## src/logic/stream_cfg.svh

```systemverilog
`ifndef STREAM_CFG_SVH
`define STREAM_CFG_SVH

// Bits per sample as delivered by the producer
`define SAMPLE_WIDTH 16

// Number of FIFO entries, must be a power of two
`define FIFO_DEPTH 8

// Samples per frame.
// Must be even so that every frame closes on a word boundary in the packer
`define FRAME_LEN 4

`endif

```

## src/logic/stream_ctrl_pkg.sv

```systemverilog
`include "stream_cfg.svh"

package stream_ctrl_pkg;

    // Address bits of the FIFO memory
    localparam int FIFO_PTR_W = $clog2(`FIFO_DEPTH);

    // Level has one extra bit since it also counts a beat parked in the output register
    typedef struct packed {
        logic [FIFO_PTR_W:0] level;
        logic                empty;
        logic                full;
        logic                overflow;
    } fifo_status_t;

    // Packer slot state
    typedef enum logic [1:0] {
        PK_EMPTY = 2'd0,
        PK_HALF  = 2'd1,
        PK_FULL  = 2'd2
    } packer_state_e;

    // Where the next incoming sample falls inside its frame
    typedef enum logic [1:0] {
        FP_START = 2'd0,
        FP_BODY  = 2'd1,
        FP_END   = 2'd2
    } frame_pos_e;

endpackage

```

## src/logic/stream_data_pkg.sv

```systemverilog
`include "stream_cfg.svh"

package stream_data_pkg;

    // One tagged sample on its way from the tagger through the FIFO.
    // The sof bit travels as the user bit and last closes the frame
    typedef struct packed {
        logic [`SAMPLE_WIDTH-1:0] data;
        logic                     sof;
        logic                     last;
    } sample_beat_t;

    // Output word made of two consecutive samples.
    // The first sample of the pair sits in the low half
    typedef struct packed {
        logic [2*`SAMPLE_WIDTH-1:0] data;
        logic                       sof;
        logic                       last;
    } packed_word_t;

endpackage

```

## src/logic/frame_tagger.sv

```systemverilog
`timescale 1ns/10ps
`include "stream_cfg.svh"

module frame_tagger (
    input  logic                          clk_i,
    input  logic                          m_reset_ni,
    input  logic                          sample_valid_i,
    input  logic [`SAMPLE_WIDTH-1:0]      sample_data_i,
    output logic                          beat_valid_o,
    output stream_data_pkg::sample_beat_t beat_o
);

    import stream_ctrl_pkg::*;

    localparam int POS_W = $clog2(`FRAME_LEN);

    frame_pos_e       pos_state_q;
    logic [POS_W-1:0] pos_cnt_q;

    // The counter holds the index of the next sample in its frame.
    // The state moves to FP_END once the sample before the last one has passed
    always_ff @(posedge clk_i) begin
        if (!m_reset_ni) begin
            pos_state_q <= FP_START;
            pos_cnt_q   <= '0;
        end else if (sample_valid_i) begin
            if (pos_state_q == FP_END) begin
                pos_state_q <= FP_START;
                pos_cnt_q   <= '0;
            end else begin
                pos_cnt_q <= pos_cnt_q + 1'b1;
                if (pos_cnt_q == POS_W'(`FRAME_LEN - 2)) begin
                    pos_state_q <= FP_END;
                end else begin
                    pos_state_q <= FP_BODY;
                end
            end
        end
    end

    always_ff @(posedge clk_i) begin
        if (!m_reset_ni) begin
            beat_valid_o <= 1'b0;
        end else begin
            beat_valid_o <= sample_valid_i;
        end
    end

    // Payload follows the strobe, so the tagged beat lags the input by one cycle
    always_ff @(posedge clk_i) begin
        if (sample_valid_i) begin
            beat_o.data <= sample_data_i;
            beat_o.sof  <= (pos_state_q == FP_START);
            beat_o.last <= (pos_state_q == FP_END);
        end
    end

endmodule

```

## src/logic/sample_stream_top.sv

```systemverilog
`timescale 1ns/10ps
`include "stream_cfg.svh"

module sample_stream_top (
    input  logic                          clk_i,
    input  logic                          m_reset_ni,
    input  logic                          sample_valid_i,
    input  logic [`SAMPLE_WIDTH-1:0]      sample_data_i,
    output stream_data_pkg::packed_word_t word_o,
    output logic                          word_valid_o,
    input  logic                          word_ready_i,
    output stream_ctrl_pkg::fifo_status_t fifo_status_o
);

    import stream_data_pkg::*;

    sample_beat_t tag_beat;
    sample_beat_t fifo_beat;
    logic         tag_valid;
    logic         fifo_valid;
    logic         pack_ready;

    // Producer strobes have no back-pressure, so the tagger feeds the FIFO directly
    frame_tagger u_frame_tagger (
        .clk_i          (clk_i),
        .m_reset_ni     (m_reset_ni),
        .sample_valid_i (sample_valid_i),
        .sample_data_i  (sample_data_i),
        .beat_valid_o   (tag_valid),
        .beat_o         (tag_beat)
    );

    stream_fifo u_stream_fifo (
        .clk_i      (clk_i),
        .m_reset_ni (m_reset_ni),
        .wr_valid_i (tag_valid),
        .wr_beat_i  (tag_beat),
        .rd_valid_o (fifo_valid),
        .rd_beat_o  (fifo_beat),
        .rd_ready_i (pack_ready),
        .status_o   (fifo_status_o)
    );

    word_packer u_word_packer (
        .clk_i        (clk_i),
        .m_reset_ni   (m_reset_ni),
        .in_valid_i   (fifo_valid),
        .in_beat_i    (fifo_beat),
        .in_ready_o   (pack_ready),
        .word_o       (word_o),
        .word_valid_o (word_valid_o),
        .word_ready_i (word_ready_i)
    );

endmodule

```

## src/logic/stream_fifo.sv

```systemverilog
`timescale 1ns/10ps
`include "stream_cfg.svh"

module stream_fifo (
    input  logic                          clk_i,
    input  logic                          m_reset_ni,
    input  logic                          wr_valid_i,
    input  stream_data_pkg::sample_beat_t wr_beat_i,
    output logic                          rd_valid_o,
    output stream_data_pkg::sample_beat_t rd_beat_o,
    input  logic                          rd_ready_i,
    output stream_ctrl_pkg::fifo_status_t status_o
);

    import stream_data_pkg::*;
    import stream_ctrl_pkg::*;

    sample_beat_t          mem [`FIFO_DEPTH];

    // Pointers carry one wrap bit above the address
    logic [FIFO_PTR_W:0]   wr_ptr_q;
    logic [FIFO_PTR_W:0]   rd_ptr_q;
    logic [FIFO_PTR_W-1:0] wr_addr;
    logic [FIFO_PTR_W-1:0] rd_addr;

    logic                  mem_empty;
    logic                  mem_full;
    logic                  wr_en;
    logic                  rd_en;
    logic                  out_held;
    logic                  overflow_q;

    assign wr_addr = wr_ptr_q[FIFO_PTR_W-1:0];
    assign rd_addr = rd_ptr_q[FIFO_PTR_W-1:0];

    // Same address with different wrap bits means the memory has wrapped onto itself
    assign mem_empty = (wr_ptr_q == rd_ptr_q);
    assign mem_full  = (wr_addr == rd_addr) && (wr_ptr_q[FIFO_PTR_W] != rd_ptr_q[FIFO_PTR_W]);

    // A write into a full memory is dropped so that stored beats stay intact
    assign wr_en = wr_valid_i && !mem_full;

    // The output register keeps its beat while the reader stalls
    assign out_held = rd_valid_o && !rd_ready_i;

    // Refill the output register when it is free or being emptied this cycle
    assign rd_en = !mem_empty && !out_held;

    always_ff @(posedge clk_i) begin
        if (!m_reset_ni) begin
            wr_ptr_q <= '0;
        end else if (wr_en) begin
            wr_ptr_q <= wr_ptr_q + 1'b1;
        end
    end

    always_ff @(posedge clk_i) begin
        if (wr_en) begin
            mem[wr_addr] <= wr_beat_i;
        end
    end

    always_ff @(posedge clk_i) begin
        if (!m_reset_ni) begin
            rd_ptr_q   <= '0;
            rd_valid_o <= 1'b0;
        end else begin
            rd_valid_o <= !mem_empty || out_held;
            if (rd_en) begin
                rd_ptr_q <= rd_ptr_q + 1'b1;
            end
        end
    end

    // Output stage. A written entry shows up here one cycle after its write edge
    always_ff @(posedge clk_i) begin
        if (rd_en) begin
            rd_beat_o <= mem[rd_addr];
        end
    end

    // Sticky until reset and records that at least one beat was lost
    always_ff @(posedge clk_i) begin
        if (!m_reset_ni) begin
            overflow_q <= 1'b0;
        end else if (wr_valid_i && mem_full) begin
            overflow_q <= 1'b1;
        end
    end

    // Level counts the memory entries plus a beat parked in the output register
    assign status_o.level    = (wr_ptr_q - rd_ptr_q) + (FIFO_PTR_W + 1)'(out_held);
    // Empty only once the output register holds no beat either
    assign status_o.empty    = mem_empty && !rd_valid_o;
    assign status_o.full     = mem_full;
    assign status_o.overflow = overflow_q;

endmodule

```

## src/logic/word_packer.sv

```systemverilog
`timescale 1ns/10ps

module word_packer (
    input  logic                          clk_i,
    input  logic                          m_reset_ni,
    input  logic                          in_valid_i,
    input  stream_data_pkg::sample_beat_t in_beat_i,
    output logic                          in_ready_o,
    output stream_data_pkg::packed_word_t word_o,
    output logic                          word_valid_o,
    input  logic                          word_ready_i
);

    import stream_data_pkg::*;
    import stream_ctrl_pkg::*;

    packer_state_e state_q;
    packer_state_e state_d;
    sample_beat_t  first_q;
    logic          take;
    logic          word_xfer;

    // A full slot frees up in the same cycle its word leaves, so the
    // next first sample can be taken right away
    assign in_ready_o   = (state_q != PK_FULL) || word_ready_i;
    assign take         = in_valid_i && in_ready_o;
    assign word_valid_o = (state_q == PK_FULL);
    assign word_xfer    = word_valid_o && word_ready_i;

    always_comb begin
        state_d = state_q;
        case (state_q)
            PK_EMPTY: begin
                if (take) begin
                    state_d = PK_HALF;
                end
            end
            PK_HALF: begin
                if (take) begin
                    state_d = PK_FULL;
                end
            end
            PK_FULL: begin
                if (word_xfer) begin
                    state_d = take ? PK_HALF : PK_EMPTY;
                end
            end
            default: begin
                state_d = PK_EMPTY;
            end
        endcase
    end

    always_ff @(posedge clk_i) begin
        if (!m_reset_ni) begin
            state_q <= PK_EMPTY;
        end else begin
            state_q <= state_d;
        end
    end

    // Any beat taken outside PK_HALF opens a new pair
    always_ff @(posedge clk_i) begin
        if (take && (state_q != PK_HALF)) begin
            first_q <= in_beat_i;
        end
    end

    // The word is only written on entry to PK_FULL and stays put while the consumer stalls
    always_ff @(posedge clk_i) begin
        if (take && (state_q == PK_HALF)) begin
            word_o.data <= {in_beat_i.data, first_q.data};
            word_o.sof  <= first_q.sof;
            word_o.last <= in_beat_i.last;
        end
    end

endmodule

```

## config.mk

```make
export PLATFORM = sky130hd
export DESIGN_NAME = sample_stream_top
export DESIGN_NICKNAME = d
export VERILOG_FILES = /design/src/logic/stream_ctrl_pkg.sv /design/src/logic/stream_data_pkg.sv /design/src/logic/frame_tagger.sv /design/src/logic/sample_stream_top.sv /design/src/logic/stream_fifo.sv /design/src/logic/word_packer.sv
export VERILOG_INCLUDE_DIRS = /design/src /design/src/logic
export SDC_FILE = /design/constraint.sdc
export NUM_CORES = 1
export LEC_CHECK = 0
export BUFFER_PORTS_ARGS = -buffer_cell sky130_fd_sc_hd__buf_2
export CELL_PAD_IN_SITES_DETAIL_PLACEMENT = 1
export CELL_PAD_IN_SITES_GLOBAL_PLACEMENT = 1
export CORE_MARGIN = 2
export CORE_UTILIZATION = 35
export CTS_CLUSTER_DIAMETER = 200
export DETAILED_ROUTE_END_ITERATION = 6
export PLACE_DENSITY = 0.62
export SLEW_MARGIN = 0
export SYNTH_ARGS = -nofsm -noshare
export SYNTH_HDL_FRONTEND = slang
export SYNTH_SLANG_ARGS = --single-unit
```

## constraint.sdc

```tcl
create_clock -name clk_i -period 5.11 [get_ports clk_i]
set_input_delay 1.022 -clock clk_i [delete_from_list [all_inputs] [get_ports clk_i]]
set_output_delay 1.022 -clock clk_i [all_outputs]
set_load 0.1 [all_outputs]
```

==> impl_metrics.sql <==
INSERT INTO impl_metrics (metric_group, metric, value, unit) VALUES
('clock_network', 'cts.clk_slew.worst_paths', '0.06', 'ns'),
('routing', 'detailedRoute.firstPassIterationCount', '4', ''),
('final_layout', 'finish.utilization', '41.57', '%'),
('placed_design', 'routability_congestion_estimate', '0.7094', ''),
('final_layout', 'num_antenna_cells', '0', ''),
('logic_synthesis', 'synthTopCellsByArea', 'edfxtp_1 76%, mux4_2 8.9%, dfxtp_1 3.7%', ''),
('final_layout', 'layout.nets', '574', ''),
('clock_network', 'tritoncts', 'done', ''),
('grt', 'via_count_of_the_first_global_routing_pass', '4605', ''),
('job', 'number_of_violations_of_the_max_capacitance_limit', '0', ''),
('critical_path', 'worst-r2r-cell-count', '5', ''),
('timing', 'worst_slew_margin', '27.79', '%'),
('hold_path', 'worst_hold_startpoint', 'u_word_packer.first_q[10]', ''),
('clock_network', 'numCtsBuffers', '26', ''),
('clock_network', 'post_cts_hold_buffer_count', '0', ''),
('timing', 'post_route_setup_slack', '1.287', 'ns'),
('run_status', 'outcome', 'finished clean', ''),
('logic_synthesis', 'seq_area_frac_synth', '79.66', '%'),
('power_and_ir_drop', 'combinationalPowerShare', '19.8', '%'),
('critical_path', 'worst_endpoint_data_arrival_time', '2.80', 'ns'),
('logic_synthesis', 'ys_types', '38', ''),
('timing', 'report.final.hold_viol_count', '0', ''),
('die', 'dieHeight', '165.6', 'um'),
('timing', 'fin_worst_hold_slack', '0.4191', 'ns'),
('grt', 'grt.overflow.total', '0', ''),
('placed_design', 'detailedPlacementHpwl', '10250', 'um'),
('critical_path', 'worst_r2r_end', 'u_stream_fifo.mem[3][2]', ''),
('grt', 'grt_max_degree', '41', ''),
('die', 'core', '0.02584', 'mm2'),
('routing', 'drt_iter0_markers', '293', ''),
('timing', 'grt_setup_unrepaired', 'false', ''),
('power_and_ir_drop', 'clockPowerShare', '33.1', '%'),
('die', 'initial_utilization', '35.36', '%'),
('critical_path', 'start_kind', 'flip-flop', ''),
('power_and_ir_drop', 'power.ir.vdd_worst', '213.8', 'uV'),
('timing', 'layout_worst_path_cycle_share', '74.82', '%'),
('timing', 'fin_tns_setup', '0', 'ns'),
('routing', 'via_per_inst', '4.695', ''),
('logic_synthesis', 'netlist_instances', '463', ''),
('critical_path', 'crit_path_end_kind', 'primary output', ''),
('hold_path', 'min_path_type', 'flip-flop to flip-flop', ''),
('grt', 'overall_track_demand_over_capacity_in_global_routing', '12.65', '%'),
('logic_synthesis', 'avgSynthCellArea', '19.73', 'um2'),
('power_and_ir_drop', 'swShare', '28.93', '%'),
('grt', 'grt_first_pass_wirelength', '26110', 'um'),
('power_and_ir_drop', 'fin_total_pwr', '5.604', 'mW'),
('critical_path', 'crit_required', '4.09', 'ns'),
('power_and_ir_drop', 'internal-power', '3.983', 'mW'),
('routing', 'detail-route-antenna-nets', '0', ''),
('logic_synthesis', 'synthDominantAreaCellType', 'edfxtp_1', ''),
('critical_path', 'critPathMaxFanout', '8', ''),
('final_layout', 'design_area', '0.01074', 'mm2'),
('timing', 'finClkSkew', '0.01538', 'ns'),
('grt', 'antenna_found_initial', '0', ''),
('clock_network', 'numClockSinks', '248', ''),
('hold_path', 'hold_end', 'u_word_packer.word_o[10]', ''),
('power_and_ir_drop', 'power_density', '521.7', 'mW/mm2'),
('power_and_ir_drop', 'p_sw', '1.621', 'mW'),
('placed_design', 'placed_area', '0.009891', 'mm2'),
('timing', 'fmax', '0.2615', 'GHz'),
('power_and_ir_drop', 'power.leakage', '3.645', 'nW'),
('placed_design', 'place.port_buffers', '61', ''),
('routing', 'via_count', '4216', ''),
('final_layout', 'area_growth', '17.59', '%'),
('timing', 'finalSetupViolCount', '0', ''),
('clock_network', 'clock_latency', '0.52', 'ns'),
('logic_synthesis', 'syn_nets', '493', ''),
('die', 'die-width', '165.6', 'um'),
('final_layout', 'final_layout_size_suffix_gt1_share', '28.24', '%'),
('clock_network', 'clock-root-buffer', 'clkbuf_16', ''),
('clock_network', 'cts.htree.levels', '1', '');
## power by group through the flow
stage               sequential [mW]  combinational [mW]  clock [mW]
global placement               2.66                1.11           0
CTS                            2.65                1.13        1.90
global route                   2.66                1.20        1.98
floorplan                      2.79               0.775           0
detailed placement             2.69                1.13           0
finish                         2.64                1.11        1.85
## cell type report
cell class              count  area [um2]
fillers                  2517       15100
flip-flops and latches    248        7278
multi-input cells         184        1764
clock buffers              29       683.2
well taps                 335       419.2
repair buffers             71       380.4
clock inverters            18       167.7
inverters                  13       48.80
## flip-flops by register name, summed over array words and instances, names as in the netlist
name and count:
u_word_packer.state_q 2, u_word_packer.first_q 17, u_stream_fifo.overflow_q 1, u_frame_tagger.beat_o 18, u_stream_fifo.rd_beat_o 18, u_word_packer.word_o 34, u_stream_fifo.rd_ptr_q 4, u_stream_fifo.mem 144
u_frame_tagger.pos_state_q 2, u_frame_tagger.pos_cnt_q 2, u_frame_tagger.beat_valid_o 1, u_stream_fifo.wr_ptr_q 4, u_stream_fifo.rd_valid_o 1
## metal layers
metal / GRT usage (%) / vias up / part of all wire, %
met5: 0 / - / 0
li1: - / 1957 / -
met1: 16.36 / 2134 / 43
met3: 2.173 / 26 / 4.5
met2: 21.58 / 99 / 50
met4: 4.428 / 0 / 2.4
## cell usage after synthesis
| library cell | n |
|---|---|
| buf_6 | 2 |
| fa_1 | 1 |
| inv_1 | 13 |
| and3_1 | 2 |
| buf_2 | 2 |
| nor4_1 | 1 |
| nor3b_1 | 2 |
| mux2i_1 | 8 |
| o21ai_4 | 1 |
| nor2b_1 | 5 |
| and4bb_2 | 1 |
| a211oi_2 | 2 |
| or2_2 | 1 |
| xor2_1 | 1 |
| nor2_1 | 8 |
| a21oi_4 | 1 |
| nand2_1 | 71 |
| xnor2_4 | 1 |
| edfxtp_1 | 231 |
| dfxtp_1 | 17 |
| a21o_1 | 1 |
| buf_4 | 4 |
| ha_1 | 9 |
| clkbuf_1 | 8 |
| a21oi_1 | 3 |
| a31oi_1 | 1 |
| a21boi_0 | 1 |
| nand2b_1 | 7 |
| nand3_1 | 2 |
| o21a_1 | 4 |
| xnor2_1 | 3 |
| mux4_2 | 36 |
| and2_1 | 2 |
| o22ai_1 | 1 |
| buf_1 | 2 |
| nand4_1 | 1 |
| o211ai_1 | 2 |
| nor3_1 | 5 |
## kinds of logic after synthesis
logic type	Yosys count	synth area share [%]
xor gates and xnor gates	5	0.6849
muxes	44	9.752
adders and majority gates	10	1.452
and+or+nand+nor	108	5.232
DFF	248	79.66
buffers and inverters	31	1.630
AOI/OAI and AO/OA	17	1.589
## placed cells by master, fill, tap and decap left out, drive strengths merged, types with 2 or more instances in the layout
cell,n
a21oi,4
bufinv,3
nor2,8
nor3b,2
nor2b,5
a211oi,2
clkbuf,29
edfxtp,231
mux2i,8
and3,2
dfxtp,17
nand2,71
clkinv,13
mux4,36
buf,71
ha,9
nand3,2
o211ai,2
and2,2
nand2b,7
o21a,4
inv,15
xnor2,4
nor3,5
## worst max-delay path, stage by stage (launching register included)
cell	delay, ns
dfxtp_1	0.55
inv_1	0.15
ha_1	0.33
inv_1	0.07
ha_1	0.16
inv_1	0.06
fa_1	0.37
xnor2_1	0.14
buf_2	0.44
## how the worst max path moves through the flow
stage / startpoint / endpoint / slack, ns / cells past startpoint
5_1_grt: u_stream_fifo.wr_ptr_q[0] / fifo_status_o[5] / 1.08 / 8
4_1_cts: u_stream_fifo.wr_ptr_q[0] / fifo_status_o[5] / 1.27 / 8
2_1_floorplan: word_ready_i / fifo_status_o[5] / 0.52 / 5
3_5_place_dp: word_ready_i / fifo_status_o[5] / 1.34 / 7
6_report: u_stream_fifo.wr_ptr_q[0] / fifo_status_o[5] / 1.29 / 8
3_3_place_gp: word_ready_i / fifo_status_o[5] / 1.37 / 7
Note: power is estimated with default switching activity, not from simulation.
